--- src/common/backend_pkg.sv ---
`default_nettype none

package backend_pkg;

  localparam int ARCH_REGS   = 16;
  localparam int AREG_W      = 4;
  localparam int PHYS_REGS   = 32;
  localparam int PREG_W      = 5;
  localparam int WORD_W      = 32;
  localparam int PC_W        = 32;
  localparam int ROB_ENTRIES = 8;
  localparam int ROB_W       = 3;
  localparam int OFFSET_W    = 19;
  localparam int UOP_W       = 27;
  localparam int OPC_W       = 3;
  localparam int COND_W      = 2;
  localparam int IMM_W       = 12;

  // free list only ever holds the registers beyond the architectural set
  localparam int FL_ENTRIES  = PHYS_REGS - ARCH_REGS;
  localparam int FL_W        = 4;

  localparam logic [OPC_W-1:0] OP_ADD  = 3'd0;
  localparam logic [OPC_W-1:0] OP_SUB  = 3'd1;
  localparam logic [OPC_W-1:0] OP_AND  = 3'd2;
  localparam logic [OPC_W-1:0] OP_XOR  = 3'd3;
  localparam logic [OPC_W-1:0] OP_MOVI = 3'd4;  // sign-extended imm

  localparam logic [COND_W-1:0] COND_EQZ    = 2'd0;
  localparam logic [COND_W-1:0] COND_NEZ    = 2'd1;
  localparam logic [COND_W-1:0] COND_LTZ    = 2'd2;
  localparam logic [COND_W-1:0] COND_ALWAYS = 2'd3;

  // is_branch travels beside the word and picks the member
  typedef union packed {
    struct packed {
      logic [OPC_W-1:0]    opcode;
      logic [AREG_W-1:0]   rd;
      logic [AREG_W-1:0]   rs1;
      logic [AREG_W-1:0]   rs2;
      logic [IMM_W-1:0]    imm;
    } alu;
    struct packed {
      logic [COND_W-1:0]   cond;
      logic                predict_taken;
      logic [AREG_W-1:0]   rs1;       // tested register
      logic [OFFSET_W-1:0] offset;
      logic                pad;
    } br;
  } uop_u;

endpackage

`default_nettype wire

--- src/common/backend_ifs.sv ---
`timescale 1ns/100ps
`default_nettype none

// rename -> rob, one instruction per cycle
interface dispatch_if import backend_pkg::*; ();
  logic              valid;
  logic              ready;
  logic              is_branch;
  uop_u              uop;
  logic [PC_W-1:0]   pc;
  logic [AREG_W-1:0] rd;
  logic [PREG_W-1:0] new_preg;
  logic [PREG_W-1:0] old_preg;   // previous mapping of rd
  logic [PREG_W-1:0] src1_preg;
  logic [PREG_W-1:0] src2_preg;

  modport driver (output valid, is_branch, uop, pc, rd, new_preg, old_preg,
                  output src1_preg, src2_preg, input ready);
  modport receiver (input valid, is_branch, uop, pc, rd, new_preg, old_preg,
                    input src1_preg, src2_preg, output ready);
endinterface


// no ready, committed map and free list always take it
interface retire_if import backend_pkg::*; ();
  logic              valid;
  logic              has_dest;
  logic [AREG_W-1:0] rd;
  logic [PREG_W-1:0] new_preg;
  logic [PREG_W-1:0] old_preg;

  modport driver (output valid, has_dest, rd, new_preg, old_preg);
  modport receiver (input valid, has_dest, rd, new_preg, old_preg);
endinterface

`default_nettype wire

--- src/rename/rename_map.sv ---
`timescale 1ns/100ps
`default_nettype none

module rename_map import backend_pkg::*; (
  input  logic              clk_in,
  input  logic              rst,
  input  logic              instr_valid,
  input  logic              instr_is_branch,
  input  logic [PC_W-1:0]   instr_pc,
  input  uop_u              instr_uop,
  input  logic              fl_empty,
  output logic              fl_pop,
  input  logic [PREG_W-1:0] fl_preg,
  output logic              alloc_valid,
  output logic [PREG_W-1:0] alloc_preg,
  dispatch_if.driver        dispatch,
  retire_if.receiver        retire
);

  logic [PREG_W-1:0] spec_map [ARCH_REGS];
  logic [PREG_W-1:0] comm_map [ARCH_REGS];  // architectural state, for recovery later
  logic [AREG_W-1:0] src1_areg;
  logic              accept;

  // both forms keep rs1, but at different bit positions
  assign src1_areg = instr_is_branch ? instr_uop.br.rs1 : instr_uop.alu.rs1;

  assign dispatch.valid     = instr_valid && !fl_empty;
  assign dispatch.is_branch = instr_is_branch;
  assign dispatch.uop       = instr_uop;
  assign dispatch.pc        = instr_pc;
  assign dispatch.rd        = instr_uop.alu.rd;
  assign dispatch.new_preg  = fl_preg;
  assign dispatch.old_preg  = spec_map[instr_uop.alu.rd];
  assign dispatch.src1_preg = spec_map[src1_areg];
  // a branch reads one register, so both busy checks look at it
  assign dispatch.src2_preg = instr_is_branch ? spec_map[src1_areg]
                                              : spec_map[instr_uop.alu.rs2];

  assign accept      = dispatch.valid && dispatch.ready;
  assign fl_pop      = accept && !instr_is_branch;  // branches write nothing
  assign alloc_valid = fl_pop;
  assign alloc_preg  = fl_preg;

  always_ff @(posedge clk_in) begin
    if (rst) begin
      for (int i = 0; i < ARCH_REGS; i++) begin
        spec_map[i] <= PREG_W'(i);  // identity mapping
        comm_map[i] <= PREG_W'(i);
      end
    end else begin
      if (fl_pop) begin
        spec_map[instr_uop.alu.rd] <= fl_preg;
      end
      if (retire.valid && retire.has_dest) begin
        comm_map[retire.rd] <= retire.new_preg;
      end
    end
  end

endmodule

`default_nettype wire

--- src/flat_wrapper.sv ---
// flat-port wrapper written by rule: the top's interface ports become plain ports
module rename_map_flat import backend_pkg::*;
  (clk_in, rst, instr_valid, instr_is_branch, instr_pc, instr_uop, fl_empty, fl_pop, fl_preg, alloc_valid, alloc_preg, dispatch_valid, dispatch_is_branch, dispatch_uop, dispatch_pc, dispatch_rd, dispatch_new_preg, dispatch_old_preg, dispatch_src1_preg, dispatch_src2_preg, dispatch_ready, retire_valid, retire_has_dest, retire_rd, retire_new_preg, retire_old_preg);
  dispatch_if dispatch_i ();
  retire_if retire_i ();
  input  logic clk_in;
  input  logic rst;
  input  logic instr_valid;
  input  logic instr_is_branch;
  input  logic [PC_W-1:0] instr_pc;
  input  uop_u instr_uop;
  input  logic fl_empty;
  output logic fl_pop;
  input  logic [PREG_W-1:0] fl_preg;
  output logic alloc_valid;
  output logic [PREG_W-1:0] alloc_preg;
  output wire logic [$bits(dispatch_i.valid)-1:0] dispatch_valid;
  output wire logic [$bits(dispatch_i.is_branch)-1:0] dispatch_is_branch;
  output wire logic [$bits(dispatch_i.uop)-1:0] dispatch_uop;
  output wire logic [$bits(dispatch_i.pc)-1:0] dispatch_pc;
  output wire logic [$bits(dispatch_i.rd)-1:0] dispatch_rd;
  output wire logic [$bits(dispatch_i.new_preg)-1:0] dispatch_new_preg;
  output wire logic [$bits(dispatch_i.old_preg)-1:0] dispatch_old_preg;
  output wire logic [$bits(dispatch_i.src1_preg)-1:0] dispatch_src1_preg;
  output wire logic [$bits(dispatch_i.src2_preg)-1:0] dispatch_src2_preg;
  input wire logic [$bits(dispatch_i.ready)-1:0] dispatch_ready;
  input wire logic [$bits(retire_i.valid)-1:0] retire_valid;
  input wire logic [$bits(retire_i.has_dest)-1:0] retire_has_dest;
  input wire logic [$bits(retire_i.rd)-1:0] retire_rd;
  input wire logic [$bits(retire_i.new_preg)-1:0] retire_new_preg;
  input wire logic [$bits(retire_i.old_preg)-1:0] retire_old_preg;
  assign dispatch_valid = dispatch_i.valid;
  assign dispatch_is_branch = dispatch_i.is_branch;
  assign dispatch_uop = dispatch_i.uop;
  assign dispatch_pc = dispatch_i.pc;
  assign dispatch_rd = dispatch_i.rd;
  assign dispatch_new_preg = dispatch_i.new_preg;
  assign dispatch_old_preg = dispatch_i.old_preg;
  assign dispatch_src1_preg = dispatch_i.src1_preg;
  assign dispatch_src2_preg = dispatch_i.src2_preg;
  assign dispatch_i.ready = dispatch_ready;
  assign retire_i.valid = retire_valid;
  assign retire_i.has_dest = retire_has_dest;
  assign retire_i.rd = retire_rd;
  assign retire_i.new_preg = retire_new_preg;
  assign retire_i.old_preg = retire_old_preg;
  rename_map u_core (.clk_in(clk_in), .rst(rst), .instr_valid(instr_valid), .instr_is_branch(instr_is_branch), .instr_pc(instr_pc), .instr_uop(instr_uop), .fl_empty(fl_empty), .fl_pop(fl_pop), .fl_preg(fl_preg), .alloc_valid(alloc_valid), .alloc_preg(alloc_preg), .dispatch(dispatch_i), .retire(retire_i));
endmodule
--- config.mk ---
export PLATFORM = sky130hd
export DESIGN_NAME = rename_map_flat
export DESIGN_NICKNAME = d
export VERILOG_FILES = /design/src/common/backend_pkg.sv /design/src/common/backend_ifs.sv /design/src/rename/rename_map.sv /design/src/flat_wrapper.sv
export SDC_FILE = /design/constraint.sdc
export NUM_CORES = 1
export LEC_CHECK = 0
export ABC_AREA = 1
export BUFFER_PORTS_ARGS = -buffer_cell sky130_fd_sc_hd__clkbuf_2
export CAP_MARGIN = 20
export CELL_PAD_IN_SITES_DETAIL_PLACEMENT = 1
export CELL_PAD_IN_SITES_GLOBAL_PLACEMENT = 1
export CORE_MARGIN = 3
export CORE_UTILIZATION = 37
export CTS_CLUSTER_DIAMETER = 80
export DETAILED_ROUTE_END_ITERATION = 10
export PLACE_DENSITY_LB_ADDON = 0.1
export RECOVER_POWER = 100
export REMOVE_ABC_BUFFERS = 1
export SETUP_SLACK_MARGIN = 0.2
export SLEW_MARGIN = 20
export SYNTH_ARGS = -nofsm -noshare
export SYNTH_HDL_FRONTEND = slang
export SYNTH_SLANG_ARGS = --single-unit
--- constraint.sdc ---
create_clock -name clk_in -period 2.1 [get_ports clk_in]
set_clock_uncertainty 0.05 [all_clocks]
set_input_delay 0.42 -clock clk_in [delete_from_list [all_inputs] [get_ports clk_in]]
set_output_delay 0.42 -clock clk_in [all_outputs]
set_load 0.005 [all_outputs]
== After elaboration in Yosys (flattened, before gate mapping) ==
Memories as Yosys holds them, arrays and structs flattened.
Index checks and enable logic that the tools add are counted.

* $add $sub $neg: 0
* Multiply operators: 0
* Div/mod/pow operators: 0
* Magnitude comparators: 0
* Equal/unequal tests: 0
* Shift-type cells: 0
* Muxes and demuxes: 10
* Bitwise gates (word level): 0
* Reduce and logical (&&, ||, !) cells: 6

{| class="wikitable"
|+ Operators with widths
! cell !! number
|-
| 2-to-1 mux 5 bit || 2
|-
| 2-to-1 mux 4 bit || 2
|-
| 2-to-1 mux 1 bit || 6
|-
| OR reduction 5 bit || 1
|-
| logical AND 1 bit || 3
|-
| zero test 1 bit || 2
|}

* Bits in registers: 0
* Latch bits: 0
* Memory bits (writable): 80
* Bits in read-only memories: 0
* Memories kept: 1

{| class="wikitable"
|+ Memories
! name !! depth !! bits a word !! read ports !! clocked after memory_dff !! wr ports !! RTL line !! source
|-
| u_core.spec_map || 16 || 5 || 3 || 0 || 16 || rename_map.sv:20 || <nowiki>logic [PREG_W-1:0] spec_map [ARCH_REGS];</nowiki>
|}

== Longest topological paths before layout ==
* Depth in word-level cells: 9
* Depth in mapped cells: 11

== Worst setup path after synthesis ==
No wires, ideal clock.

* Path kind: input-to-output
* From: input instr_is_branch
* To: output dispatch_src2_preg[0]
* Arrival: 1.317 ns
* Data required time: 1.630 ns
* Path slack: 0.313 ns
* Stages on the path: 11
* Buffers on the path: 1
* Cells stage by stage: inv_2 > nand2_2 > nand2_2 > buf_2 > nand2_1 > nand3_1 > nand3_1 > nand3_1 > nand2_1 > nand2_1 > nand2_1

* Cells in the longest elaborated chain, start to end: 3

{| class="wikitable"
|+ Ends and longest elaborated chain
! what !! RTL line !! source
|-
| start: declaration || flat_wrapper.sv:9 || <nowiki>input logic instr_is_branch;</nowiki>
|-
| 2-to-1 mux 4 bit || rename_map.sv:26 || <nowiki>assign src1_areg = instr_is_branch ? instr_uop.br.rs1 : instr_uop.alu.rs1;</nowiki>
|-
| memory read (16 x 5 bit) || -- ||
|-
| named net dispatch_src1_preg[0] || flat_wrapper.sv:24 || <nowiki>output wire logic [$bits(dispatch_i.src1_preg)-1:0] dispatch_src1_preg;</nowiki>
|-
| 2-to-1 mux 5 bit || rename_map.sv:37 || <nowiki>assign dispatch.src2_preg = instr_is_branch ? spec_map[src1_areg]</nowiki>
|-
| end: declaration || flat_wrapper.sv:25 || <nowiki>output wire logic [$bits(dispatch_i.src2_preg)-1:0] dispatch_src2_preg;</nowiki>
|}

The timed path passes the listed nets, and every way through them passes these cells.

== Final worst setup path ==
* From: input instr_is_branch
* To: output dispatch_src2_preg[4]

* Cells in the longest elaborated chain, start to end: 3

{| class="wikitable"
|+ Ends and longest elaborated chain
! what !! RTL line
|-
| 2-to-1 mux 4 bit || rename_map.sv:26
|-
| memory read (16 x 5 bit) || --
|-
| 2-to-1 mux 5 bit * || rename_map.sv:37
|}

Mark *: on every way between the ends. The rest lies on a longest branch, timed or not.

==> results.sh <==
export IMPL_critPathArrivalTime_ps=1750
export IMPL_pin_count=178
export IMPL_die_h_um=132
export IMPL_regMostFlops="u_core.spec_map"
export IMPL_ir_drop_v=0.000461
export IMPL_die_x_um=132
export IMPL_violations="setup timing"
export IMPL_clock_path_buffers=2
export IMPL_slew_violations=0
export IMPL_hold_viol_final=0
export IMPL_wl_per_cell_um=25.6
export IMPL_path_max_fanout=6
export IMPL_viasPerCell=5.83
export IMPL_synth_top_area_share=0.408
export IMPL_cts_buffers=9
export IMPL_dieArea_um2=17500
export IMPL_syn_area_per_cell_um2=7.34
export IMPL_drcViolationCount=0
export IMPL_grt_overflow_total=0
export IMPL_power_per_cell_area_nw_per_um2=639
export IMPL_yosysWarnings=0
export IMPL_drive_gt1_frac=0.265
export IMPL_antenna_found_initial=0
export IMPL_first_iter_violations=802
export IMPL_min_period_ps=2220
export IMPL_firstDrtPassIters=5
export IMPL_postLayoutCellArea_um2=7510
export IMPL_power_leakage_nw=3.34
export IMPL_critPathKind="input pin to primary output"
export IMPL_placed_area_um2=6440
export IMPL_synth_cell_type_count=20
export IMPL_worst_pin_slew_ps=464
export IMPL_setup_violations=12
export IMPL_dp_slack_ps=-286
export IMPL_drtAntennaViolNets=0
export IMPL_cts_max_level=3
export IMPL_start_kind="input pin"
export IMPL_numPortBuffers=67
export IMPL_root_buffer="clkbuf_16"
export IMPL_final_cell_mix="155 x nand2_1, 95 x inv_1, 93 x nand3_1"
export IMPL_worstPathRequired_ps=1630
export IMPL_drt_wl_total_mm=27.3
export IMPL_largest_register_ffs=80
export IMPL_crit_path_end_kind="primary output"
export IMPL_critPathCapture="dispatch_src2_preg[4]"
export IMPL_place_congestion=0.925
export IMPL_rows=45
export IMPL_synth_area_leaders="edfxtp_1 41%, nand3_1 11%, nand2_1 11%, buf_4 9.7%, inv_1 6.4%"
export IMPL_syn2layout_area_growth_pct=27.5
export IMPL_outcome="complete, but fails checks"
export IMPL_worstHoldPathType="input pin to register"
export IMPL_fill_cells=1891
export IMPL_max_freq_mhz=451
export IMPL_final_common_cell="nand2_1"
export IMPL_grt_max_degree=39
export IMPL_diodes=0
export IMPL_start_util=0.383
export IMPL_grt_first_pass_wirelength_mm=40.1
export IMPL_cts_tree="done"
export IMPL_max_cap_viol_count=0
export IMPL_clock_sinks=80
export IMPL_relSlewSlack=0.691
export IMPL_synth_area_leader_cell="edfxtp_1"
export IMPL_hold_buffers=0
export IMPL_rsz0062_at_grt="yes"
export IMPL_top_regs="u_core.spec_map x80"
export IMPL_groute_usage_overall=0.308
export IMPL_netlist_instances=803
export IMPL_final_nets=940
export IMPL_fin_crit_sh=1.06
export IMPL_tns_ps=-840
export IMPL_hpwl_mm=19.0
export IMPL_clkSlewWorstSetupHoldPaths_ps=60
export IMPL_vias=6236
export IMPL_coreArea_um2=15400
export IMPL_grt_pass1_vias=6295
export IMPL_crit_path_start="instr_is_branch"
export IMPL_netlist_area_um2=5890
export IMPL_ys_seq_area_frac=0.408
export IMPL_setup_ws_ps=-117
export IMPL_ys_seq_elements=80
how the worst min path moves through the flow:
stage,startpoint,endpoint,slack (ps),cells after the start
after global routing,fl_preg[1],u_core.spec_map[10][1],610,4
after global placement,instr_pc[0],dispatch_pc[0],790,0
after CTS,fl_preg[2],u_core.spec_map[13][2],530,4
after floorplan,instr_uop[23],u_core.spec_map[4][2],650,2
after detailed placement,instr_pc[0],dispatch_pc[0],790,0
final,fl_preg[1],u_core.spec_map[10][1],570,4
where the power goes:
group / switching, mW / leakage [nW] / internal, mW
Combinational: 0.755 / 2.42 / 0.486
Clock: 0.650 / 0.147 / 1.02
Sequential: 0.0481 / 0.778 / 1.84
Total: 1.45 / 3.34 / 3.35
timing repair:
item / 4_1_cts / 5_1_grt
setup buffers: 5 / 5
pin swaps: 32 / 20
setup endpoints to repair: 15 / 34
endpoints found under the hold margin: 0 / 0
gates cloned: 5 / 2
resized for setup: 111 / 52
per-stage QoR:
stage | cells | total power [mW] | hold slack (ps) | util
after floorplan | 686 | 2.33 | 647 | -
after global placement | 1037 | 2.85 | 790 | 0.419
after detailed placement | 1037 | 2.88 | 790 | 0.419
after CTS | 1062 | 4.70 | 532 | 0.478
after global routing | 1069 | 4.94 | 605 | 0.489
final | 1069 | 4.80 | 567 | 0.489
layer usage:
metal | GRT usage | vias to the layer above | routed length (µm)
li1 | - | 2716 | -
met1 | 0.412 | 3070 | 11300
met2 | 0.460 | 381 | 11900
met3 | 0.109 | 65 | 3060
met4 | 0.106 | 4 | 954
met5 | 0.0417 | - | 89
critical path: stages:
cell,delay [ps]
clkbuf_16,120
buf_12,120
nand2_4,50
nand2_4,110
buf_6,130
buf_12,120
nand3_1,140
nand3_2,120
nand3_2,100
nand2_2,90
nand2_1,50
nand2_1,60
clkbuf_2,110
cells in the mapped netlist:
cell / number
a21oi_1: 20
buf_1: 2
buf_2: 20
buf_4: 76
clkbuf_1: 19
clkinv_1: 3
edfxtp_1: 80
inv_1: 101
inv_2: 3
nand2_1: 171
nand2_2: 3
nand3_1: 131
nand3b_1: 9
nand4_1: 5
nor2_1: 56
nor2_2: 2
o211ai_1: 20
o21ai_0: 49
o21ai_1: 2
o22ai_1: 31
final cells by class:
cell class | instances | area, µm² | area share
timing repair buffer | 156 | 1340 | 0.179
tap | 211 | 264 | 0.0351
inverter | 107 | 429 | 0.0571
clock inverter | 5 | 72.6 | 0.00966
multi-input combinational | 500 | 2770 | 0.369
clock buffer | 10 | 229 | 0.0305
sequential | 80 | 2400 | 0.320
cell families after synthesis:
group | synth area share
flip-flops | 0.408
AO/OA/AOI/OAI | 0.119
buffers and inverters | 0.195
AND/OR/NAND/NOR | 0.278
No activity file was read; power rests on OpenSTA's default activity.
