**src/common/backend_pkg.sv**
```systemverilog
`default_nettype none

package backend_pkg;

  localparam int ARCH_REGS   = 16;
  localparam int AREG_W      = 4;
  localparam int PHYS_REGS   = 32;
  localparam int PREG_W      = 5;
  localparam int WORD_W      = 32;
  localparam int PC_W        = 32;
  localparam int ROB_ENTRIES = 8;
  localparam int ROB_W       = 3;
  localparam int OFFSET_W    = 19;
  localparam int UOP_W       = 27;
  localparam int OPC_W       = 3;
  localparam int COND_W      = 2;
  localparam int IMM_W       = 12;

  // free list only ever holds the registers beyond the architectural set
  localparam int FL_ENTRIES  = PHYS_REGS - ARCH_REGS;
  localparam int FL_W        = 4;

  localparam logic [OPC_W-1:0] OP_ADD  = 3'd0;
  localparam logic [OPC_W-1:0] OP_SUB  = 3'd1;
  localparam logic [OPC_W-1:0] OP_AND  = 3'd2;
  localparam logic [OPC_W-1:0] OP_XOR  = 3'd3;
  localparam logic [OPC_W-1:0] OP_MOVI = 3'd4;  // sign-extended imm

  localparam logic [COND_W-1:0] COND_EQZ    = 2'd0;
  localparam logic [COND_W-1:0] COND_NEZ    = 2'd1;
  localparam logic [COND_W-1:0] COND_LTZ    = 2'd2;
  localparam logic [COND_W-1:0] COND_ALWAYS = 2'd3;

  // is_branch travels beside the word and picks the member
  typedef union packed {
    struct packed {
      logic [OPC_W-1:0]    opcode;
      logic [AREG_W-1:0]   rd;
      logic [AREG_W-1:0]   rs1;
      logic [AREG_W-1:0]   rs2;
      logic [IMM_W-1:0]    imm;
    } alu;
    struct packed {
      logic [COND_W-1:0]   cond;
      logic                predict_taken;
      logic [AREG_W-1:0]   rs1;       // tested register
      logic [OFFSET_W-1:0] offset;
      logic                pad;
    } br;
  } uop_u;

endpackage

`default_nettype wire

```
**src/common/backend_ifs.sv**
```systemverilog
`timescale 1ns/100ps
`default_nettype none


// no ready, committed map and free list always take it
interface retire_if import backend_pkg::*; ();
  logic              valid;
  logic              has_dest;
  logic [AREG_W-1:0] rd;
  logic [PREG_W-1:0] new_preg;
  logic [PREG_W-1:0] old_preg;

  modport driver (output valid, has_dest, rd, new_preg, old_preg);
  modport receiver (input valid, has_dest, rd, new_preg, old_preg);
endinterface

`default_nettype wire

```
**src/rename/free_list.sv**
```systemverilog
`timescale 1ns/100ps
`default_nettype none

module free_list import backend_pkg::*; (
  input  logic              clk_in,
  input  logic              rst,
  input  logic              pop,
  output logic [PREG_W-1:0] head_preg,
  output logic              empty,
  retire_if.receiver        retire
);

  logic [PREG_W-1:0] queue [FL_ENTRIES];
  logic [FL_W-1:0]   head;
  logic [FL_W-1:0]   tail;
  logic [FL_W:0]     count;
  logic              push;

  assign push      = retire.valid && retire.has_dest;  // old preg comes back
  assign head_preg = queue[head];
  assign empty     = (count == '0);

  always_ff @(posedge clk_in) begin
    if (rst) begin
      // starts full with the registers above the architectural ones
      for (int i = 0; i < FL_ENTRIES; i++) begin
        queue[i] <= PREG_W'(ARCH_REGS + i);
      end
      head  <= '0;
      tail  <= '0;  // full queue, tail has wrapped onto head
      count <= (FL_W+1)'(FL_ENTRIES);
    end else begin
      if (pop) begin
        head <= head + 1'b1;
      end
      if (push) begin
        queue[tail] <= retire.old_preg;
        tail        <= tail + 1'b1;
      end
      count <= count + (FL_W+1)'(push) - (FL_W+1)'(pop);
    end
  end

endmodule

`default_nettype wire

```
**src/flat_wrapper.sv**
```systemverilog
// flat-port wrapper written by rule: the top's interface ports become plain ports
module free_list_flat import backend_pkg::*;
  (clk_in, rst, pop, head_preg, empty, retire_valid, retire_has_dest, retire_rd, retire_new_preg, retire_old_preg);
  retire_if retire_i ();
  input  logic clk_in;
  input  logic rst;
  input  logic pop;
  output logic [PREG_W-1:0] head_preg;
  output logic empty;
  input wire logic [$bits(retire_i.valid)-1:0] retire_valid;
  input wire logic [$bits(retire_i.has_dest)-1:0] retire_has_dest;
  input wire logic [$bits(retire_i.rd)-1:0] retire_rd;
  input wire logic [$bits(retire_i.new_preg)-1:0] retire_new_preg;
  input wire logic [$bits(retire_i.old_preg)-1:0] retire_old_preg;
  assign retire_i.valid = retire_valid;
  assign retire_i.has_dest = retire_has_dest;
  assign retire_i.rd = retire_rd;
  assign retire_i.new_preg = retire_new_preg;
  assign retire_i.old_preg = retire_old_preg;
  free_list u_core (.clk_in(clk_in), .rst(rst), .pop(pop), .head_preg(head_preg), .empty(empty), .retire(retire_i));
endmodule
```
**config.mk**
```make
export PLATFORM = sky130hd
export DESIGN_NAME = free_list_flat
export DESIGN_NICKNAME = d
export VERILOG_FILES = /design/src/common/backend_pkg.sv /design/src/common/backend_ifs.sv /design/src/rename/free_list.sv /design/src/flat_wrapper.sv
export SDC_FILE = /design/constraint.sdc
export NUM_CORES = 1
export LEC_CHECK = 0
export ABC_CLOCK_PERIOD_IN_PS = 2830
export BUFFER_PORTS_ARGS = -buffer_cell sky130_fd_sc_hd__buf_2
export CAP_MARGIN = 20
export CORE_MARGIN = 8
export CORE_UTILIZATION = 35
export CTS_BUF_LIST = sky130_fd_sc_hd__clkbuf_8 sky130_fd_sc_hd__clkbuf_16
export DETAILED_ROUTE_END_ITERATION = 6
export PLACE_DENSITY = 0.51
export SLEW_MARGIN = 0
export SYNTH_ARGS = -nofsm -noshare
export SYNTH_HDL_FRONTEND = slang
export SYNTH_SLANG_ARGS = --single-unit
```
**constraint.sdc**
```tcl
create_clock -name clk_in -period 2.83 [get_ports clk_in]
set_input_delay 0.283 -clock clk_in [delete_from_list [all_inputs] [get_ports clk_in]]
set_output_delay 0.283 -clock clk_in [all_outputs]
set_load 0.01 [all_outputs]
```
* Word-level counts from Yosys, hierarchy flattened
Memory sizes are Yosys's and may differ from the RTL's. A register that Yosys moved wholly into a read port is not among the register bits. Cells that the tools add are included. Widths: inputs -> output; s select.
Operators by class: add/sub/neg operators 4, mux-type cells 10, reduce and logical (&&, ||, !) cells 3
Operators by type and width (number):
- $mux 4 | 3
- $add 4x1->4 const B | 2
- $mux 1 | 6
- $add 5x1->5 | 1
- $logic_not 5->1 | 1
- $mux 5 | 1
- $reduce_or 5->1 | 1
- $sub 5x1->5 | 1
- $logic_and 1x1->1 | 1
Storage, ports and cells: register bits after elaboration 13, bits in writable memories 80, bits of input ports 19, output and inout bits 6, word-level logic and storage cells 21, memories kept 1
Memories:
- u_core.queue | words 16, bits a word 5, read ports 1, clocked after Yosys merged registers in 1, wr ports 16, RTL line free_list.sv:13 | logic [PREG_W-1:0] queue [FL_ENTRIES];

* Longest topological paths before layout
Gate-level depths: netlist (run 1).
depth after elaboration 6, depth in mapped cells 9, gate-level depth less buffers 9

* Worst setup path after synthesis (run 1)
No wires, ideal clock.
path kind reg-to-reg, from register u_core.count[0], to register u_core.count[4], library setup time 114 ps, data arrival time 1898 ps, data required time 2716 ps, setup slack 818 ps, cell stages (with the launch flop) 10, buffers on the path 0, period minus slack after synthesis 2012 ps, path through dfxtp_1 inv_1 ha_1 inv_1 ha_1 fa_1 a21oi_1 nor2_1 or3_1 a21o_1
On the way: cells in the longest elaborated chain, start to end 2
Ends and longest elaborated chain:
- from (decl) | RTL line free_list.sv:16 | logic [FL_W:0] count;
- from (signal assigned) | RTL line free_list.sv:31 | count <= (FL_W+1)'(FL_ENTRIES);
- from (signal assigned) | RTL line free_list.sv:40 | count <= count + (FL_W+1)'(push) - (FL_W+1)'(pop);
- $add 5x1->5 | RTL line free_list.sv:40
- $sub 5x1->5 | RTL line free_list.sv:40
No other way between the ends. A chain may end at the register's enable or synchronous reset.

==> impl_metrics.ini, run 1 <==
[power]
cellPowerDensity_mw_per_mm2 = 630.3
pwr-share-clk_pct = 37.1
combinationalPowerShare_pct = 12.3
p_switching_w = 0.0007511
peakVddDrop_mv = 0.4739
internal-power_w = 0.002450
leakage_nw = 1.576
p_sw_share_pct = 23.46
seq_power_share_pct = 50.6

[sta]
fmax_mhz = 400.8
post-route-min-period_ns = 2.495
worst_pin_slew_ns = 0.5761
final_hold_viol_count = 0
rsz0062_at_grt = no
finClkSkew_ns = 0.007667
holdWs_ns = 0.3189
finalWorstSetupSlack_ns = 0.3349
slew-limit-headroom_pct = 61.50
setup_violations = 0
post-route-period-util_pct = 88.17
finalMaxSlewViolations = 0
setup_tns_ns = 0

[clock_tree]
clock_latency_ns = 0.33
postCtsSetupBuffers = 0
cts_resized = 0
htree_levels = 3
cts.sinks = 97
clkTransAtPathRegs_ns = 0.06
clockRootBuffer = clkbuf_16
cts_tree = done
cts_buffers = 9
clk_path_buf_depth = 2
cts_hold_buf = 0

[synth]
synth_seq_cells = 97
syn_nets = 372
seq_area_frac_synth_pct = 60.02
synth_area_leaders = edfxtp_1 (53%), mux4_2 (9.9%), dfxtp_1 (7.4%)
synth_top_family_by_area = simple AND/OR/NAND/NOR gates
synth_xor_area_share_pct = 1.725
yosys_warnings = 0
syn_inst = 341
synth_top_cell_by_area = edfxtp_1
synth_compound_area_share_pct = 1.752
synth_fa_ha_area_share_pct = 3.450
synth.avg_cell_area_sq_um = 13.40
synth_cell_types = 34
yosys.area.top_type_share_pct = 52.57
synth_mux_area_share_pct = 10.08
syn-cell-area_sq_mm = 0.004569
synth-simple-area-share_pct = 19.82

[setup_path]
crit_path_start_kind = flip-flop
critPathArrivalTime_ns = 2.21
reg2reg_depth = 9
crit_type = flip-flop to primary output
required_ns = 2.55
worst-path-max-fanout = 20
r2r-end = u_core.count[4]$_SDFF_PP1_
cp-end-kind = primary output
rr_startpoint = u_core.count[0]$_SDFF_PP0_
reg2reg_slack_ns = 0.71

[grt]
grt_overflow_total = 0
grt_pass1_vias = 2738
antenna_found_initial = 0
grt_max_degree = 31
grt_usage_pct = 12.24
grt_pass1_wl_um = 15330

[die]
die_h_um = 130.3
io_pins = 25
std_cell_rows = 41
die_area_sq_mm = 0.01697
die_w_um = 130.3
initial_core_util_pct = 36.06
coreArea_sq_mm = 0.01267

[cells_and_area]
area_growth_syn_to_layout_pct = 11.14
drive_gt1_share_pct = 21.19
nets = 380
insertedDiodeCount = 0

[placed_design]
routabilityCongestion = 0.6842
dpl.hpwl_um = 6364
io_buffers = 15
dp_worst_setup_slack_ns = 0.6197

[drt]
drc = 0
first_iter_violations = 199
drtPass1Iterations = 4
final_antenna_net_count = 0
via_count = 2628
routed_wl_um = 9684
via_per_inst = 4.996
wl_per_cell_um = 18.41

[hold_path]
worstHoldPathType = input port to flip-flop
worstHoldStart = pop
min_path_cells = 3
min_to = u_core.head[0]$_SDFFE_PP0P_

[flow_run]
maxCapViolations = 0

[outcome]
status = finished, final reports clean
-- stage by stage --
| step | area [sq um] | cells | total power [W] | utilization, % |
|---|---|---|---|---|
| after floorplan | 4569 | 341 | 0.001948 | - |
| after detailed placement | 4791 | 510 | 0.002054 | 37.81 |
| after global routing | 5079 | 526 | 0.003334 | 40.08 |
| after global placement | 4791 | 510 | 0.002047 | 37.81 |
| final | 5079 | 526 | 0.003201 | 40.08 |
| after CTS | 5079 | 526 | 0.003234 | 40.08 |
-- critical path, stage by stage, from the launching register on --
cell and delay [ns]:
dfxtp_1 0.31, buf_4 0.38, mux4_2 0.60, a22oi_1 0.30
nand3_1 0.13, buf_2 0.15
-- per-layer routing --
| layer | part of all wire [%] | track usage (%) | up-vias |
|---|---|---|---|
| met5 | 0 | 0 | - |
| met4 | 1.7 | 3.893 | 0 |
| met3 | 3.8 | 2.570 | 11 |
| met2 | 48 | 19.68 | 49 |
| met1 | 46 | 16.15 | 1317 |
| li1 | - | - | 1251 |
-- flip-flops by register name, indices dropped and copies added, names as in the netlist, named ones only --
signal        cells
u_core.queue     80
u_core.tail       4
u_core.count      5
u_core.head       4
-- synth_stat cells --
library cell / n
and2_1: 33
and3b_1: 1
inv_1: 8
buf_4: 3
nand2b_1: 10
nor2b_1: 4
edfxtp_1: 80
nand3_1: 10
clkbuf_1: 15
xor2_1: 4
nor3_1: 1
nor4b_1: 1
nand2_2: 1
ha_1: 11
nor2_1: 23
o21ai_0: 1
o21bai_1: 1
buf_1: 1
buf_2: 4
fa_1: 1
mux4_2: 20
or2_2: 15
buf_6: 1
a22oi_1: 5
nor3_2: 3
a21o_1: 2
a21oi_1: 3
mux2i_1: 1
nand2_1: 12
or3_1: 41
dfxtp_1: 17
nand4_1: 2
nand2b_2: 1
xnor2_1: 5
-- power by group through the flow --
stage	sequential [W]	clock, W	combinational (W)
2_1_floorplan	0.00164	0	0.000305
3_3_place_gp	0.00165	0	0.000397
3_5_place_dp	0.00165	0	0.000404
4_1_cts	0.00162	0.00121	0.000405
5_1_grt	0.00162	0.00126	0.000448
6_report	0.00162	0.00119	0.000395
-- kinds of logic (layout without fill, tap and decap cells) --
logic type                 after synthesis  in the layout
buffers and inverters                   32             45
xor gates and xnor gates                 9              9
DFF                                     97             97
muxes                                   21             21
adders and majority gates               12             12
and+or+nand+nor                        158            158
AOI/OAI and AO/OA                       12             12
-- area by class of cell --
class / count / area, sq um
repair buffers: 21 / 120.1
clock inverters: 7 / 62.56
flip-flops and latches: 97 / 2743
multi-input cells: 212 / 1683
clock buffers: 9 / 225.2
inverters: 8 / 30.03
well taps: 172 / 215.2
fillers: 1224 / 7592
-- worst max path at each step --
| stage | startpoint | cells after the start | endpoint |
|---|---|---|---|
| global placement | pop | 9 | u_core.count[4]$_SDFF_PP1_ |
| CTS | flip-flop | 5 | head_preg[1] |
| finish | flip-flop | 5 | head_preg[1] |
| detailed placement | pop | 9 | u_core.count[4]$_SDFF_PP1_ |
| global route | flip-flop | 5 | head_preg[1] |
| floorplan | u_core.count[0]$_SDFF_PP0_ | 9 | u_core.count[4]$_SDFF_PP1_ |
-- cell usage in the layout (no fill, tap or decap), types with 3 or more instances in the layout --
cell       count
nor2_1        23
nor3_2         3
nand2b_1      10
buf_2         15
or2_2         15
mux4_2        20
a21oi_1        3
edfxtp_1      80
nand3_1       10
dfxtp_1       17
a22oi_1        5
nand2_1       12
inv_1          9
nor2b_1        4
or3_1         41
xor2_1         4
xnor2_1        5
buf_4          6
clkbuf_16      9
and2_1        33
ha_1          11
No activity file was read; power rests on OpenSTA's default activity.
==> inputs of run 2 (changes only) <==
Settings changed: PLACE_DENSITY 0.51 to not set.
==> impl_metrics.ini, run 2 (same netlist as run 1, synthesis figures left out) <==
[cells_and_area]
top_regs = u_core.queue (80), u_core.count (5)
layout_common_cells = edfxtp_1 (80), or3_1 (41), and2_1 (33)
fin_util_pct = 39.98
area_growth_syn_to_layout_pct = 10.87
layout_commonest_cell = edfxtp_1
filler_cell_count = 1188
largest_reg_flops = 80
top_register = u_core.queue
drive_gt1_share_pct = 20.74
seqCellArea_sq_mm = 0.002743
multi_input_comb_area_sq_mm = 0.001683
insertedDiodeCount = 0
nets = 378
fin_area_sq_mm = 0.005066

[sta]
setup_violations = 0
post-route-period-util_pct = 87.96
slew-limit-headroom_pct = 62.37
rsz0062_at_grt = no
post-route-min-period_ns = 2.489
finClkSkew_ns = 0.005304
finalMaxSlewViolations = 0
final_hold_viol_count = 0
fmax_mhz = 401.7
worst_pin_slew_ns = 0.5636
setup_tns_ns = 0

[hold_path]
worstHoldPathType = input port to flip-flop
worstHoldStart = pop
min_path_cells = 3

[placed_design]
place_area_sq_mm = 0.004776
io_buffers = 15
routabilityCongestion = 0.7103
dpl.hpwl_um = 6120

[clock_tree]
clkTransAtPathRegs_ns = 0.06
cts_hold_buf = 0
clock_latency_ns = 0.34
postCtsSetupBuffers = 0
cts_buffers = 9
cts.sinks = 97
clk_path_buf_depth = 2
htree_levels = 3
clockRootBuffer = clkbuf_16
cts_resized = 0
cts_tree = done

[power]
p_total_w = 0.003191
internal-power_w = 0.002444
peakVddDrop_mv = 0.2992
p_switching_w = 0.0007464
combinationalPowerShare_pct = 12.2
seq_power_share_pct = 50.9
p_sw_share_pct = 23.39
cellPowerDensity_mw_per_mm2 = 629.8
leakage_nw = 1.581
pwr-share-clk_pct = 36.9

[outcome]
status = finished, final reports clean

[setup_path]
reg2reg_slack_ns = 0.68
critPathArrivalTime_ns = 2.21
crit_type = flip-flop to primary output
critPathTopFamily = multiplexers
worst-path-max-fanout = 20
reg2reg_depth = 9
path_buf_inv = 2
r2r-end = u_core.count[4]$_SDFF_PP1_
cp_slowest_cell = mux4_2
max_stage_delay_ns = 0.58
crit_path_start_kind = flip-flop
cp-end-kind = primary output
required_ns = 2.55
rr_startpoint = u_core.count[0]$_SDFF_PP0_
crit_chain = buf_4 > mux4_2 > a22oi_1 > nand3_1 > buf_2

[grt]
grt_pass1_wl_um = 14080
grt_overflow_total = 0
antenna_found_initial = 0
grt_pass1_vias = 2673
grt_usage_pct = 11.09
grt_max_degree = 31

[drt]
via_count = 2570
wl_per_cell_um = 16.63
drtPass1Iterations = 4
final_antenna_net_count = 0
drc = 0
routed_wl_um = 8714
first_iter_violations = 178
via_per_inst = 4.905

[die]
die_w_um = 130.3
initial_core_util_pct = 36.06
std_cell_rows = 41
die_area_sq_mm = 0.01697
coreArea_sq_mm = 0.01267
io_pins = 25
die_h_um = 130.3

[flow_run]
maxCapViolations = 0
run 2: changes by cell type in the layout (fill, tap and decap cells not counted), sizes merged:
cell      before  now
clkinvlp       2    0
buf           21   19
clkinv         3    0
bufinv         1    0
inv            9   13
clkbuf         9   11
run 2: tightest hold or removal path, cell delays in order:
cell	delay [ns]
buf_2	0.14
xnor2_1	0.11
nor2_1	0.08
run 2: power by group through the flow:
stage                     sequential [W]  clock, W  combinational [W]
after floorplan                  0.00164         0           0.000305
after global placement           0.00165         0           0.000382
after detailed placement         0.00166         0           0.000394
after CTS                        0.00163   0.00119           0.000396
after global routing             0.00163   0.00125           0.000449
final                            0.00163   0.00118           0.000388
run 2: how the worst max path moves through the flow:
| stage | to | from | depth (start not counted) | slack [ns] |
|---|---|---|---|---|
| after detailed placement | u_core.count[4]$_SDFF_PP1_ | pop | 9 | 0.60 |
| after global placement | u_core.count[4]$_SDFF_PP1_ | pop | 9 | 0.65 |
| after global routing | head_preg[2] | flip-flop | 5 | 0.22 |
| final | head_preg[3] | flip-flop | 5 | 0.34 |
| after CTS | head_preg[3] | flip-flop | 5 | 0.27 |
| after floorplan | u_core.count[4]$_SDFF_PP1_ | u_core.count[0]$_SDFF_PP0_ | 9 | 0.82 |
run 2: per-stage QoR:
step                hold slack [ns]  std cells  worst slack [ns]
global route                 0.3533        524            0.2230
global placement             0.5032        508            0.6464
floorplan                    0.4484        341            0.8178
detailed placement           0.5322        508            0.6013
CTS                          0.3131        524            0.2750
finish                       0.3046        524            0.3408
run 2: metal layers:
metal	wire (um)	GRT usage (%)	part of all wire [%]
met2	4253	18.65	49
met3	285	1.918	3.3
met1	3972	13.46	46
met5	0	0	0
met4	201	5.601	2.3
run 2: area by class of cell:
class	instances	area share, %
flip-flops and latches	97	54.14
well taps	172	4.248
clock inverters	5	0.5186
repair buffers	19	2.075
inverters	8	0.5927
clock buffers	11	5.211
multi-input cells	212	33.22
