**src/common/backend_pkg.sv**
```systemverilog
`default_nettype none

package backend_pkg;

  localparam int ARCH_REGS   = 16;
  localparam int AREG_W      = 4;
  localparam int PHYS_REGS   = 32;
  localparam int PREG_W      = 5;
  localparam int WORD_W      = 32;
  localparam int PC_W        = 32;
  localparam int ROB_ENTRIES = 8;
  localparam int ROB_W       = 3;
  localparam int OFFSET_W    = 19;
  localparam int UOP_W       = 27;
  localparam int OPC_W       = 3;
  localparam int COND_W      = 2;
  localparam int IMM_W       = 12;

  // free list only ever holds the registers beyond the architectural set
  localparam int FL_ENTRIES  = PHYS_REGS - ARCH_REGS;
  localparam int FL_W        = 4;

  localparam logic [OPC_W-1:0] OP_ADD  = 3'd0;
  localparam logic [OPC_W-1:0] OP_SUB  = 3'd1;
  localparam logic [OPC_W-1:0] OP_AND  = 3'd2;
  localparam logic [OPC_W-1:0] OP_XOR  = 3'd3;
  localparam logic [OPC_W-1:0] OP_MOVI = 3'd4;  // sign-extended imm

  localparam logic [COND_W-1:0] COND_EQZ    = 2'd0;
  localparam logic [COND_W-1:0] COND_NEZ    = 2'd1;
  localparam logic [COND_W-1:0] COND_LTZ    = 2'd2;
  localparam logic [COND_W-1:0] COND_ALWAYS = 2'd3;

  // is_branch travels beside the word and picks the member
  typedef union packed {
    struct packed {
      logic [OPC_W-1:0]    opcode;
      logic [AREG_W-1:0]   rd;
      logic [AREG_W-1:0]   rs1;
      logic [AREG_W-1:0]   rs2;
      logic [IMM_W-1:0]    imm;
    } alu;
    struct packed {
      logic [COND_W-1:0]   cond;
      logic                predict_taken;
      logic [AREG_W-1:0]   rs1;       // tested register
      logic [OFFSET_W-1:0] offset;
      logic                pad;
    } br;
  } uop_u;

endpackage

`default_nettype wire

```
**src/common/backend_ifs.sv**
```systemverilog
`timescale 1ns/100ps
`default_nettype none


interface issue_if import backend_pkg::*; ();
  logic              valid;
  logic              ready;
  logic [ROB_W-1:0]  rob_idx;
  uop_u              uop;
  logic [PREG_W-1:0] dest_preg;
  logic [WORD_W-1:0] op_a;
  logic [WORD_W-1:0] op_b;

  modport driver (output valid, rob_idx, uop, dest_preg, op_a, op_b, input ready);
  modport receiver (input valid, rob_idx, uop, dest_preg, op_a, op_b, output ready);
endinterface

interface wb_if import backend_pkg::*; ();
  logic              valid;
  logic [ROB_W-1:0]  rob_idx;
  logic [PREG_W-1:0] dest_preg;
  logic [WORD_W-1:0] value;
  logic              has_dest;
  logic              taken;
  logic              mispredict;

  modport driver (output valid, rob_idx, dest_preg, value, has_dest, taken, mispredict);
  modport receiver (input valid, rob_idx, dest_preg, value, has_dest, taken, mispredict);
endinterface


`default_nettype wire

```
**src/branch_unit.sv**
```systemverilog
`timescale 1ns/100ps
`default_nettype none

module branch_unit import backend_pkg::*; (
  input  logic     clk_in,
  input  logic     rst,
  issue_if.receiver issue,
  wb_if.driver     wb
);

  logic taken;

  // condition is tested on rs1 only
  always_comb begin
    taken = 1'b0;
    case (issue.uop.br.cond)
      COND_EQZ:    taken = (issue.op_a == '0);
      COND_NEZ:    taken = (issue.op_a != '0);
      COND_LTZ:    taken = issue.op_a[WORD_W-1];  // sign bit
      COND_ALWAYS: taken = 1'b1;
      default:     taken = 1'b0;
    endcase
  end

  assign issue.ready  = 1'b1;
  assign wb.has_dest  = 1'b0;  // branches write no register
  assign wb.dest_preg = '0;
  assign wb.value     = '0;

  always_ff @(posedge clk_in) begin
    if (rst) wb.valid <= 1'b0;
    else     wb.valid <= issue.valid && issue.ready;
  end

  always_ff @(posedge clk_in) begin
    if (issue.valid) begin
      wb.rob_idx    <= issue.rob_idx;
      wb.taken      <= taken;
      wb.mispredict <= issue.uop.br.predict_taken != taken;
    end
  end

endmodule

`default_nettype wire

```
**src/flat_wrapper.sv**
```systemverilog
// flat-port wrapper written by rule: the top's interface ports become plain ports
module branch_unit_flat import backend_pkg::*;
  (clk_in, rst, issue_valid, issue_rob_idx, issue_uop, issue_dest_preg, issue_op_a, issue_op_b, issue_ready, wb_valid, wb_rob_idx, wb_dest_preg, wb_value, wb_has_dest, wb_taken, wb_mispredict);
  issue_if issue_i ();
  wb_if wb_i ();
  input  logic clk_in;
  input  logic rst;
  input wire logic [$bits(issue_i.valid)-1:0] issue_valid;
  input wire logic [$bits(issue_i.rob_idx)-1:0] issue_rob_idx;
  input wire logic [$bits(issue_i.uop)-1:0] issue_uop;
  input wire logic [$bits(issue_i.dest_preg)-1:0] issue_dest_preg;
  input wire logic [$bits(issue_i.op_a)-1:0] issue_op_a;
  input wire logic [$bits(issue_i.op_b)-1:0] issue_op_b;
  output wire logic [$bits(issue_i.ready)-1:0] issue_ready;
  output wire logic [$bits(wb_i.valid)-1:0] wb_valid;
  output wire logic [$bits(wb_i.rob_idx)-1:0] wb_rob_idx;
  output wire logic [$bits(wb_i.dest_preg)-1:0] wb_dest_preg;
  output wire logic [$bits(wb_i.value)-1:0] wb_value;
  output wire logic [$bits(wb_i.has_dest)-1:0] wb_has_dest;
  output wire logic [$bits(wb_i.taken)-1:0] wb_taken;
  output wire logic [$bits(wb_i.mispredict)-1:0] wb_mispredict;
  assign issue_i.valid = issue_valid;
  assign issue_i.rob_idx = issue_rob_idx;
  assign issue_i.uop = issue_uop;
  assign issue_i.dest_preg = issue_dest_preg;
  assign issue_i.op_a = issue_op_a;
  assign issue_i.op_b = issue_op_b;
  assign issue_ready = issue_i.ready;
  assign wb_valid = wb_i.valid;
  assign wb_rob_idx = wb_i.rob_idx;
  assign wb_dest_preg = wb_i.dest_preg;
  assign wb_value = wb_i.value;
  assign wb_has_dest = wb_i.has_dest;
  assign wb_taken = wb_i.taken;
  assign wb_mispredict = wb_i.mispredict;
  branch_unit u_core (.clk_in(clk_in), .rst(rst), .issue(issue_i), .wb(wb_i));
endmodule
```
**config.mk**
```make
export PLATFORM = sky130hd
export DESIGN_NAME = branch_unit_flat
export DESIGN_NICKNAME = d
export VERILOG_FILES = /design/src/common/backend_pkg.sv /design/src/common/backend_ifs.sv /design/src/branch_unit.sv /design/src/flat_wrapper.sv
export SDC_FILE = /design/constraint.sdc
export NUM_CORES = 1
export LEC_CHECK = 0
export BUFFER_PORTS_ARGS = -buffer_cell sky130_fd_sc_hd__clkbuf_2
export CAP_MARGIN = 5
export CORE_AREA = 2 2 58 60
export DETAILED_ROUTE_END_ITERATION = 12
export DIE_AREA = 0 0 60 62
export PLACE_DENSITY = 0.77
export SLEW_MARGIN = 20
export SYNTH_ARGS = -nofsm -noshare
export SYNTH_HDL_FRONTEND = slang
export SYNTH_SLANG_ARGS = --single-unit
```
**constraint.sdc**
```tcl
create_clock -name clk_in -period 1.6 [get_ports clk_in]
set_clock_uncertainty 0.05 [all_clocks]
set_input_delay 0.24 -clock clk_in [delete_from_list [all_inputs] [get_ports clk_in]]
set_output_delay 0.24 -clock clk_in [all_outputs]
set_load 0.005 [all_outputs]
```
* Word-level counts from Yosys, hierarchy flattened
Cells that the tools add are included.
** Storage, ports and cells
- Input port bits :: 102
- Register bits :: 6
** Operators by class
- Muxes and demuxes :: 1
- Equal/unequal tests :: 4
- Reductions and logical operators :: 3
** Operators with widths (number)
- $logic_not 32->1 :: 1
- $reduce_bool 32->1 :: 1
- $eq 2x2->1 const B :: 2
- $pmux 1 s4 :: 1
- $eq 2x1->1 const B :: 1
- $logic_not 2->1 :: 1
- $ne 1x1->1 :: 1

* Logic depth before layout (Yosys ltp)
Gate-level depths: netlist (run 1).
- Word-level depth :: 3
- Mapped depth :: 4

* Least setup slack after synthesis (run 1)
OpenSTA, ideal clock, no wires.
- Path type :: input-to-reg
- Start point :: in issue_op_a[25]
- End point :: reg u_core.wb.mispredict (data pin)
- Stages :: 4
- Data arrival time :: 0.996 ns
- Required time :: 1.293 ns
- Setup slack :: 0.297 ns
- Cells stage by stage :: nor4_1 > and4_1 > nand4_1 > o2111a_1
** On the way
- Word-level cells in the longest chain between the ends :: 3
- Elaborated cells between the ends (all ways) :: 4
- Classes of those cells :: eq/ne (1); mux (1); reduce/logical (2)
** RTL lines
- start: declaration :: RTL line flat_wrapper.sv:12 : input wire logic [$bits(issue_i.op_a)-1:0] issue_op_a;
- $reduce_bool 32->1 / $logic_not 32->1 (equally long branches) :: RTL line branch_unit.sv:18, branch_unit.sv:17
- $pmux 1 s4 * :: RTL line branch_unit.sv:16 : case (issue.uop.br.cond)
- $ne 1x1->1 * :: RTL line branch_unit.sv:39 : wb.mispredict <= issue.uop.br.predict_taken != taken;
- end signal: assignment :: RTL line branch_unit.sv:39
- end: declaration :: RTL line backend_ifs.sv:27 : modport driver (output valid, rob_idx, dest_preg, value, has_dest, taken, mispredict);
Mark *: on every way between the ends. The rest lies on a longest branch, timed or not.
A chain may end at the register's enable or synchronous reset.

* Worst setup path after layout (run 1)
- Start point :: in issue_uop[26]
- End point :: reg u_core.wb.mispredict (data pin)
** On the way
- Word-level cells in the longest chain between the ends :: 3
- Elaborated cells between the ends (all ways) :: 6
- Classes of those cells :: eq/ne (4); mux (1); reduce/logical (1)
** RTL lines
- start: declaration :: RTL line flat_wrapper.sv:10 : input wire logic [$bits(issue_i.uop)-1:0] issue_uop;
- $eq 2x2->1 (tied with other cells) :: RTL line branch_unit.sv:16
- $pmux 1 s4 * :: RTL line branch_unit.sv:16
- $ne 1x1->1 * :: RTL line branch_unit.sv:39
Marks and branches as above.

==> impl_table.tex, run 1 <==
\begin{tabular}{lr}
\hline
Metric & Value \\
\hline
\multicolumn{2}{l}{\textbf{Run status}} \\
Run status & finished, final reports clean \\
\multicolumn{2}{l}{\textbf{Die}} \\
Die area & 0.003720 mm\^{}2 \\
Vert. Die Dim & 62 um \\
Die W & 60 um \\
Starting density of the core & 21.13\% \\
Top-Level Pins & 147 \\
Core region area & 0.003179 mm\^{}2 \\
Row count & 21 \\
\multicolumn{2}{l}{\textbf{Setup path}} \\
CP Cell Sequence & clkbuf\_2, nor4\_2, and4\_2, nand4\_1, o2111a\_1 \\
Buffer and inverter count on the worst path & 1 \\
Crit-path max cell delay & 0.32 ns \\
Endpoint class of the critical path & register \\
CP Max Fanout & 2 \\
Critical path startpoint category & primary input \\
Worst path top cell family by delay & simple AND/OR/NAND/NOR gates \\
Data required, critical path & 1.53 ns \\
Arrival time reported for the critical path endpoint & 1.25 ns \\
Critical path class & in2reg \\
CP max stage cell & nor4\_2 \\
\multicolumn{2}{l}{\textbf{Power}} \\
Switching power as a share of total power & 25.67\% \\
Sequential group share of total power & 41.9\% \\
Leakage & 0.4312 nW \\
Combinational power share & 24.9\% \\
Worst vdd ir & 0.1712 mV \\
Power per cell area & 533.4 mW/mm\^{}2 \\
Relative contribution of the clock network to total power & 33.2\% \\
Internal cell power & 329.9 uW \\
Psw & 113.9 uW \\
Design Power & 443.8 uW \\
\multicolumn{2}{l}{\textbf{Synthesis}} \\
Count of flip-flops with a built-in enable after synthesis & 5 \\
Share of flip-flops with an asynchronous set or reset & 0\% \\
Instance count of the mapped netlist & 74 \\
Cell Area, Synth & 671.9 um\^{}2 \\
Seq/Total Area, Yosys & 25.33\% \\
Most frequent cell after synthesis & buf\_4 \\
Most used DFF post-synth & edfxtp\_1 \\
Leading post-synthesis cells by cell area & buf\_4 44\%, edfxtp\_1 22\%, nor4\_2 7.4\% \\
Most common library cells after synthesis & 39 x buf\_4, 5 x edfxtp\_1, 4 x nand4\_1, 4 x nor4\_2 \\
Fraction of post-synthesis cell area in the top cell type by area & 43.58\% \\
Leading area contributor after synthesis & buf\_4 \\
Synth warn & 0 \\
Synthesized area per cell & 9.080 um\^{}2 \\
Synthesized flop and latch total & 6 \\
Distinct cells, synth & 21 \\
\multicolumn{2}{l}{\textbf{Finish}} \\
Final nets & 225 \\
Area grow syn2layout & 23.84\% \\
Summed area of non-filler cells in the final layout & 832.0 um\^{}2 \\
Proportion of layout cells with a drive suffix above 1 & 45.90\% \\
Number of diodes & 0 \\
\multicolumn{2}{l}{\textbf{Timing}} \\
Min setup slack post-route & 0.2761 ns \\
Min Tclk post-route & 1.324 ns \\
Unrepaired setup endpoints after global routing & no \\
Count of endpoints failing setup in the final report & 0 \\
WHS & 0.1125 ns \\
Count of final hold-check violations & 0 \\
Share of the cycle needed by the critical path after routing & 82.74\% \\
Achievable Freq & 755.3 MHz \\
Max-slew violation count & 0 \\
\multicolumn{2}{l}{\textbf{Clock network}} \\
PostCTS Resize Cnt & 0 \\
H-tree level count & 1 \\
Sink Count & 6 \\
TritonCTS clock tree & done \\
Worst-path clk slew & 0.04 ns \\
Number of buffers inserted by post-CTS setup repair & 0 \\
Hold-fix buffer count after cts & 0 \\
Clock root buffer & clkbuf\_4 \\
Maximum number of buffers from clock root to sink & 2 \\
Inserted Clock Buffers & 3 \\
\multicolumn{2}{l}{\textbf{Worst hold path}} \\
Path class of the lowest-slack min-delay path & in2reg \\
Hold path cells & 2 \\
Beginning of the worst hold path & rst \\
Capture endpoint of the worst hold path & u\_core.wb.valid \\
\multicolumn{2}{l}{\textbf{Detailed routing}} \\
Vias per cell & 3.464 \\
Length of the first detailed-routing pass in iterations & 4 \\
Detailed Route Iter0 Violations & 17 \\
Antenna-violating nets left & 0 \\
Post-detailed-route DRC marker count & 0 \\
Routed wire length & 1.330 mm \\
Total via count in the routed design & 582 \\
Wirelength per Cell & 7.917 um \\
\multicolumn{2}{l}{\textbf{Placed design}} \\
Post-detail-place hpwl & 1.270 mm \\
PortBufs & 46 \\
Post-detailed-placement cell area & 805.8 um\^{}2 \\
Pre-CTS setup slack & -0.02022 ns \\
Final weighted congestion of routability-driven global placement & 0.6535 \\
\multicolumn{2}{l}{\textbf{Job}} \\
\# Max-Cap Violations & 0 \\
\multicolumn{2}{l}{\textbf{GRT}} \\
Overall Global Routing Usage & 6.482\% \\
First-pass GRT wire length & 1.842 mm \\
GR Overflow Total & 0 \\
Pin count of the biggest net entering global routing & 7 \\
Initial antenna violation count & 0 \\
Via count of the first global-routing pass & 471 \\
\hline
\end{tabular}
## cells by family after synthesis
kind of cell           count (synthesis)  share of synthesized area, %
and+or+nand+nor                       22                         24.40
muxes                                  1                         1.490
buffers and inverters                 40                         44.13
AOI/OAI and AO/OA                      3                         3.538
DFF                                    6                         25.33
other                                  2                         1.118
## through the flow
stage / util, % / setup TNS (ns) / cells
2_1_floorplan: - / 0 / 111
3_3_place_gp: 25.34 / 0 / 164
3_5_place_dp: 25.34 / -0.02176 / 164
4_1_cts: 26.17 / 0 / 168
5_1_grt: 26.17 / 0 / 168
6_report: 26.17 / 0 / 168
## power groups by stage
stage | logic [mW] | clock network, mW | registers (mW)
2_1_floorplan | 0.106 | 0 | 0.191
5_1_grt | 0.128 | 0.161 | 0.187
4_1_cts | 0.110 | 0.150 | 0.186
6_report | 0.110 | 0.147 | 0.186
3_3_place_gp | 0.108 | 0 | 0.189
3_5_place_dp | 0.110 | 0 | 0.189
## per-layer routing
layer  track usage [%]  vias to the layer above  wire length (um)
li1                  -                      277                 -
met1             6.858                      248               475
met2             13.82                       57               670
met3            0.6211                        0               184
met4            0.9524                        0                 0
met5                 0                        -                 0
## layout by cell type (no fill, tap or decap)
cell type   n
clkbuf_2   46
conb_1     39
edfxtp_1    5
nor4_2      4
nand4_1     4
nor4_1      3
nor2_1      3
clkbuf_4    3
a21oi_1     1
or3_1       1
nor3_2      1
mux2i_1     1
inv_1       1
nand2_1     1
nor3_1      1
and4_2      1
and4_1      1
and2b_2     1
o31ai_1     1
o2111a_1    1
nor2b_1     1
clkbuf_1    1
dfxtp_1     1
## flip-flops by register name, summed over array words and instances (netlist names)
signal and count:
u_core.wb.taken 1, u_core.wb.valid 1, u_core.wb.mispredict 1, u_core.wb.rob_idx 3
## cell type report
cell class	count	area (um^2)
fillers	351	2347
multi-input cells	65	344.1
repair buffers	46	230.2
flip-flops and latches	6	170.2
well taps	46	57.56
clock buffers	4	26.28
inverters	1	3.754
## worst max path at each step
stage | to | start | cells after the start
CTS | u_core.wb.mispredict | issue_op_a[5] | 5
global route | u_core.wb.mispredict | issue_op_a[5] | 5
global placement | u_core.wb.taken | issue_op_a[5] | 5
detailed placement | u_core.wb.mispredict | issue_op_a[5] | 5
finish | u_core.wb.mispredict | issue_uop[26] | 5
floorplan | u_core.wb.mispredict | issue_op_a[25] | 4
Note: power is estimated with default switching activity, not from simulation.
==> inputs of run 2 (changes only) <==
--- a/config.mk
+++ b/config.mk
@@ -5,12 +5,13 @@
 export SDC_FILE = /design/constraint.sdc
 export NUM_CORES = 1
 export LEC_CHECK = 0
+export ABC_AREA = 1
 export BUFFER_PORTS_ARGS = -buffer_cell sky130_fd_sc_hd__clkbuf_2
 export CAP_MARGIN = 5
 export CORE_AREA = 2 2 58 60
 export DETAILED_ROUTE_END_ITERATION = 12
 export DIE_AREA = 0 0 60 62
-export PLACE_DENSITY = 0.77
+export PLACE_DENSITY = 0.79
 export SLEW_MARGIN = 20
 export SYNTH_ARGS = -nofsm -noshare
 export SYNTH_HDL_FRONTEND = slang
==> constraint.sdc (replaced) <==
create_clock -name clk_in -period 1.35 [get_ports clk_in]
set_clock_uncertainty 0.05 [all_clocks]
set_input_delay 0.2025 -clock clk_in [delete_from_list [all_inputs] [get_ports clk_in]]
set_output_delay 0.2025 -clock clk_in [all_outputs]
set_load 0.005 [all_outputs]
==> run 2 against run 1 <==
  * Cell count is 20% higher
  * Sequential share of layout area fell by 1.3 points
  * Design area increased by 6.9%
  * First-iteration DRC count is 53% lower
  * Synthesized cell count increased by 45%
  * Routed wire length shrank 6.5%
  * Die area unchanged
  * Combinational power is 29% higher
  * Sequential power rose by 19%
  * Global-route usage decreased by 0.69 points
  * Power up 22%
  * Count of clock-buffer cells in the layout unchanged
  * Largest cell class unchanged
  * Highest routed layer unchanged
==> impl_table.tex, run 2 <==
\begin{tabular}{lr}
\hline
Metric & Value \\
\hline
\multicolumn{2}{l}{\textbf{Run status}} \\
Run status & finished, final reports clean (unchanged) \\
\multicolumn{2}{l}{\textbf{Finish}} \\
Flip-flop count of the largest register after layout & 3 (unchanged) \\
Proportion of layout cells with a drive suffix above 1 & 36.13\% (was 45.90\%) \\
Most used cells in the layout excluding fill and tap cells & 46 x clkbuf\_2, 39 x conb\_1, 28 x nor2\_1 (was 46 x clkbuf\_2, 39 x conb\_1, 5 x edfxtp\_1) \\
Area grow syn2layout & 21.96\% (was 23.84\%) \\
Most frequent standard cell in the layout excluding fill and tap cells & clkbuf\_2 (unchanged) \\
Final nets & 258 (was 225) \\
Number of diodes & 0 (unchanged) \\
Reg with most FFs & u\_core.wb.rob\_idx (unchanged) \\
\multicolumn{2}{l}{\textbf{Setup path}} \\
Endpoint class of the critical path & register (unchanged) \\
Critical path startpoint category & primary input (unchanged) \\
Critical path class & in2reg (unchanged) \\
CP Max Fanout & 2 (unchanged) \\
Data required, critical path & 1.30 ns (was 1.53 ns) \\
Arrival time reported for the critical path endpoint & 1.06 ns (was 1.25 ns) \\
\multicolumn{2}{l}{\textbf{Synthesis}} \\
Synthesized flop and latch total & 6 (unchanged) \\
Mux share of post-synthesis cell area & 0\% (was 1.490\%) \\
Cell Area, Synth & 729.5 um\^{}2 (was 671.9 um\^{}2) \\
Leading area contributor after synthesis & buf\_4 (unchanged) \\
Most used DFF post-synth & edfxtp\_1 (unchanged) \\
Seq/Total Area, Yosys & 23.33\% (was 25.33\%) \\
Most frequent cell after synthesis & buf\_4 (unchanged) \\
Synth warn & 0 (unchanged) \\
Fraction of post-synthesis cell area in the top cell type by area & 40.14\% (was 43.58\%) \\
Dominant combinational cell family by area after synthesis & buffers and inverters (unchanged) \\
Synthesized-area fraction occupied by xor and xnor cells & 0\% (unchanged) \\
Leading post-synthesis cells by cell area & buf\_4 40\%, edfxtp\_1 21\%, nor2\_1 14\% (was buf\_4 44\%, edfxtp\_1 22\%, nor4\_2 7.4\%) \\
Synthesized-area fraction occupied by adder cells & 0\% (unchanged) \\
Most common library cells after synthesis & 39 x buf\_4, 28 x nor2\_1, 16 x nand2\_1, 5 x edfxtp\_1, 5 x inv\_1 (was 39 x buf\_4, 5 x edfxtp\_1, 4 x nand4\_1, 4 x nor4\_2) \\
Simple-gate portion of the synthesized area & 31.39\% (was 24.39\%) \\
Compound-Gate Fraction of Synth Area & 1.544\% (was 3.538\%) \\
Synthesized area per cell & 6.817 um\^{}2 (was 9.080 um\^{}2) \\
Distinct cells, synth & 14 (was 21) \\
Share of flip-flops with an asynchronous set or reset & 0\% (unchanged) \\
Instance count of the mapped netlist & 107 (was 74) \\
Count of flip-flops with a built-in enable after synthesis & 5 (unchanged) \\
\multicolumn{2}{l}{\textbf{Clock network}} \\
Clock root buffer & clkbuf\_4 (unchanged) \\
Number of buffers inserted by post-CTS setup repair & 0 (unchanged) \\
Maximum number of buffers from clock root to sink & 2 (unchanged) \\
TritonCTS clock tree & done (unchanged) \\
Sink Count & 6 (unchanged) \\
Worst-path clk slew & 0.05 ns (was 0.04 ns) \\
PostCTS Resize Cnt & 0 (unchanged) \\
H-tree level count & 1 (unchanged) \\
Hold-fix buffer count after cts & 0 (unchanged) \\
Inserted Clock Buffers & 3 (unchanged) \\
\multicolumn{2}{l}{\textbf{Timing}} \\
Min Tclk post-route & 1.105 ns \\
Share of the cycle needed by the critical path after routing & 81.87\% \\
Count of final hold-check violations & 0 (unchanged) \\
Max-slew violation count & 0 (unchanged) \\
Unrepaired setup endpoints after global routing & no (unchanged) \\
WHS & 0.06639 ns (was 0.1125 ns) \\
Achievable Freq & 904.8 MHz \\
Setup\_tns & 0 ns (unchanged) \\
Count of endpoints failing setup in the final report & 0 (unchanged) \\
\multicolumn{2}{l}{\textbf{Placed design}} \\
Post-detail-place hpwl & 1.184 mm (was 1.270 mm) \\
PortBufs & 46 (unchanged) \\
Final weighted congestion of routability-driven global placement & 0.6213 (was 0.6535) \\
\multicolumn{2}{l}{\textbf{Die}} \\
Starting density of the core & 22.94\% (was 21.13\%) \\
Core region area & 0.003179 mm\^{}2 (unchanged) \\
Die W & 60 um (unchanged) \\
Vert. Die Dim & 62 um (unchanged) \\
Die area & 0.003720 mm\^{}2 (unchanged) \\
Row count & 21 (unchanged) \\
Top-Level Pins & 147 (unchanged) \\
\multicolumn{2}{l}{\textbf{GRT}} \\
GR Overflow Total & 0 (unchanged) \\
Pin count of the biggest net entering global routing & 7 (unchanged) \\
First-pass GRT wire length & 1.649 mm (was 1.842 mm) \\
Via count of the first global-routing pass & 476 (was 471) \\
Initial antenna violation count & 0 (unchanged) \\
Overall Global Routing Usage & 5.791\% (was 6.482\%) \\
\multicolumn{2}{l}{\textbf{Detailed routing}} \\
Wirelength per Cell & 6.189 um (was 7.917 um) \\
Length of the first detailed-routing pass in iterations & 4 (unchanged) \\
Antenna-violating nets left & 0 (unchanged) \\
Routed wire length & 1.244 mm (was 1.330 mm) \\
Detailed Route Iter0 Violations & 8 (was 17) \\
Post-detailed-route DRC marker count & 0 (unchanged) \\
Total via count in the routed design & 658 (was 582) \\
Vias per cell & 3.274 (was 3.464) \\
\multicolumn{2}{l}{\textbf{Worst hold path}} \\
Path class of the lowest-slack min-delay path & in2reg (unchanged) \\
\multicolumn{2}{l}{\textbf{Job}} \\
\# Max-Cap Violations & 0 (unchanged) \\
\multicolumn{2}{l}{\textbf{Power}} \\
Design Power & 539.6 uW (was 443.8 uW) \\
Worst vdd ir & 0.1740 mV (was 0.1712 mV) \\
Leakage & 0.5028 nW (was 0.4312 nW) \\
Power per cell area & 606.6 mW/mm\^{}2 (was 533.4 mW/mm\^{}2) \\
\hline
\end{tabular}
-- run 2: area by class of cell --
type | instances | area (um^2)
clock buffer | 4 | 26.28
fill | 349 | 2290
multi-input combinational | 94 | 386.6
sequential | 6 | 170.2
tap | 46 | 57.56
inverter | 5 | 18.77
timing repair buffer | 46 | 230.2
-- run 2: metal layers --
metal  track usage [%]  wire, um  vias up
met1             5.486       455      258
li1                  -         -      341
met3            0.6211       190        0
met4             1.905         0        0
met5                 0         0        -
met2             12.58       597       59
-- run 2: logic make-up (layout without fill, tap and decap cells) --
logic type | count (synthesis) | after routing
buffers and inverters | 44 | 55
other | 2 | 39
AOI/OAI and AO/OA | 1 | 1
DFF | 6 | 6
and+or+nand+nor | 54 | 54
-- run 2: power by group --
part / switching, mW / internal, mW / leakage (nW) / total (mW)
Clock: 0.0653 / 0.112 / 0.0150 / 0.177
Sequential: 0.00319 / 0.217 / 0.0573 / 0.221
Combinational: 0.0752 / 0.0665 / 0.431 / 0.142
-- run 2: worst max-delay path: stages --
cell and delay [ns]:
clkbuf_2 0.07, or2_1 0.22, nor2_2 0.14, nand3_1 0.10, o21bai_2 0.15, nand2_2 0.07
nand2_1 0.05, nand2_1 0.04
-- run 2: path summary, 6_finish.rpt --
kind	from	end	depth (start not counted)
setup / recovery	issue_op_a[5]	u_core.wb.mispredict	8
hold / removal	rst	u_core.wb.valid	2
-- run 2: stage by stage --
| step | std cells | utilization (%) | cell area [um^2] | worst slack, ns |
|---|---|---|---|---|
| floorplan | 144 | - | 868.3 | 0.1426 |
| global placement | 197 | 27.15 | 863.3 | -0.02724 |
| detailed placement | 197 | 27.15 | 863.3 | -0.03672 |
| CTS | 201 | 27.98 | 889.6 | 0.2277 |
| global route | 201 | 27.98 | 889.6 | 0.1690 |
| finish | 201 | 27.98 | 889.6 | 0.2448 |
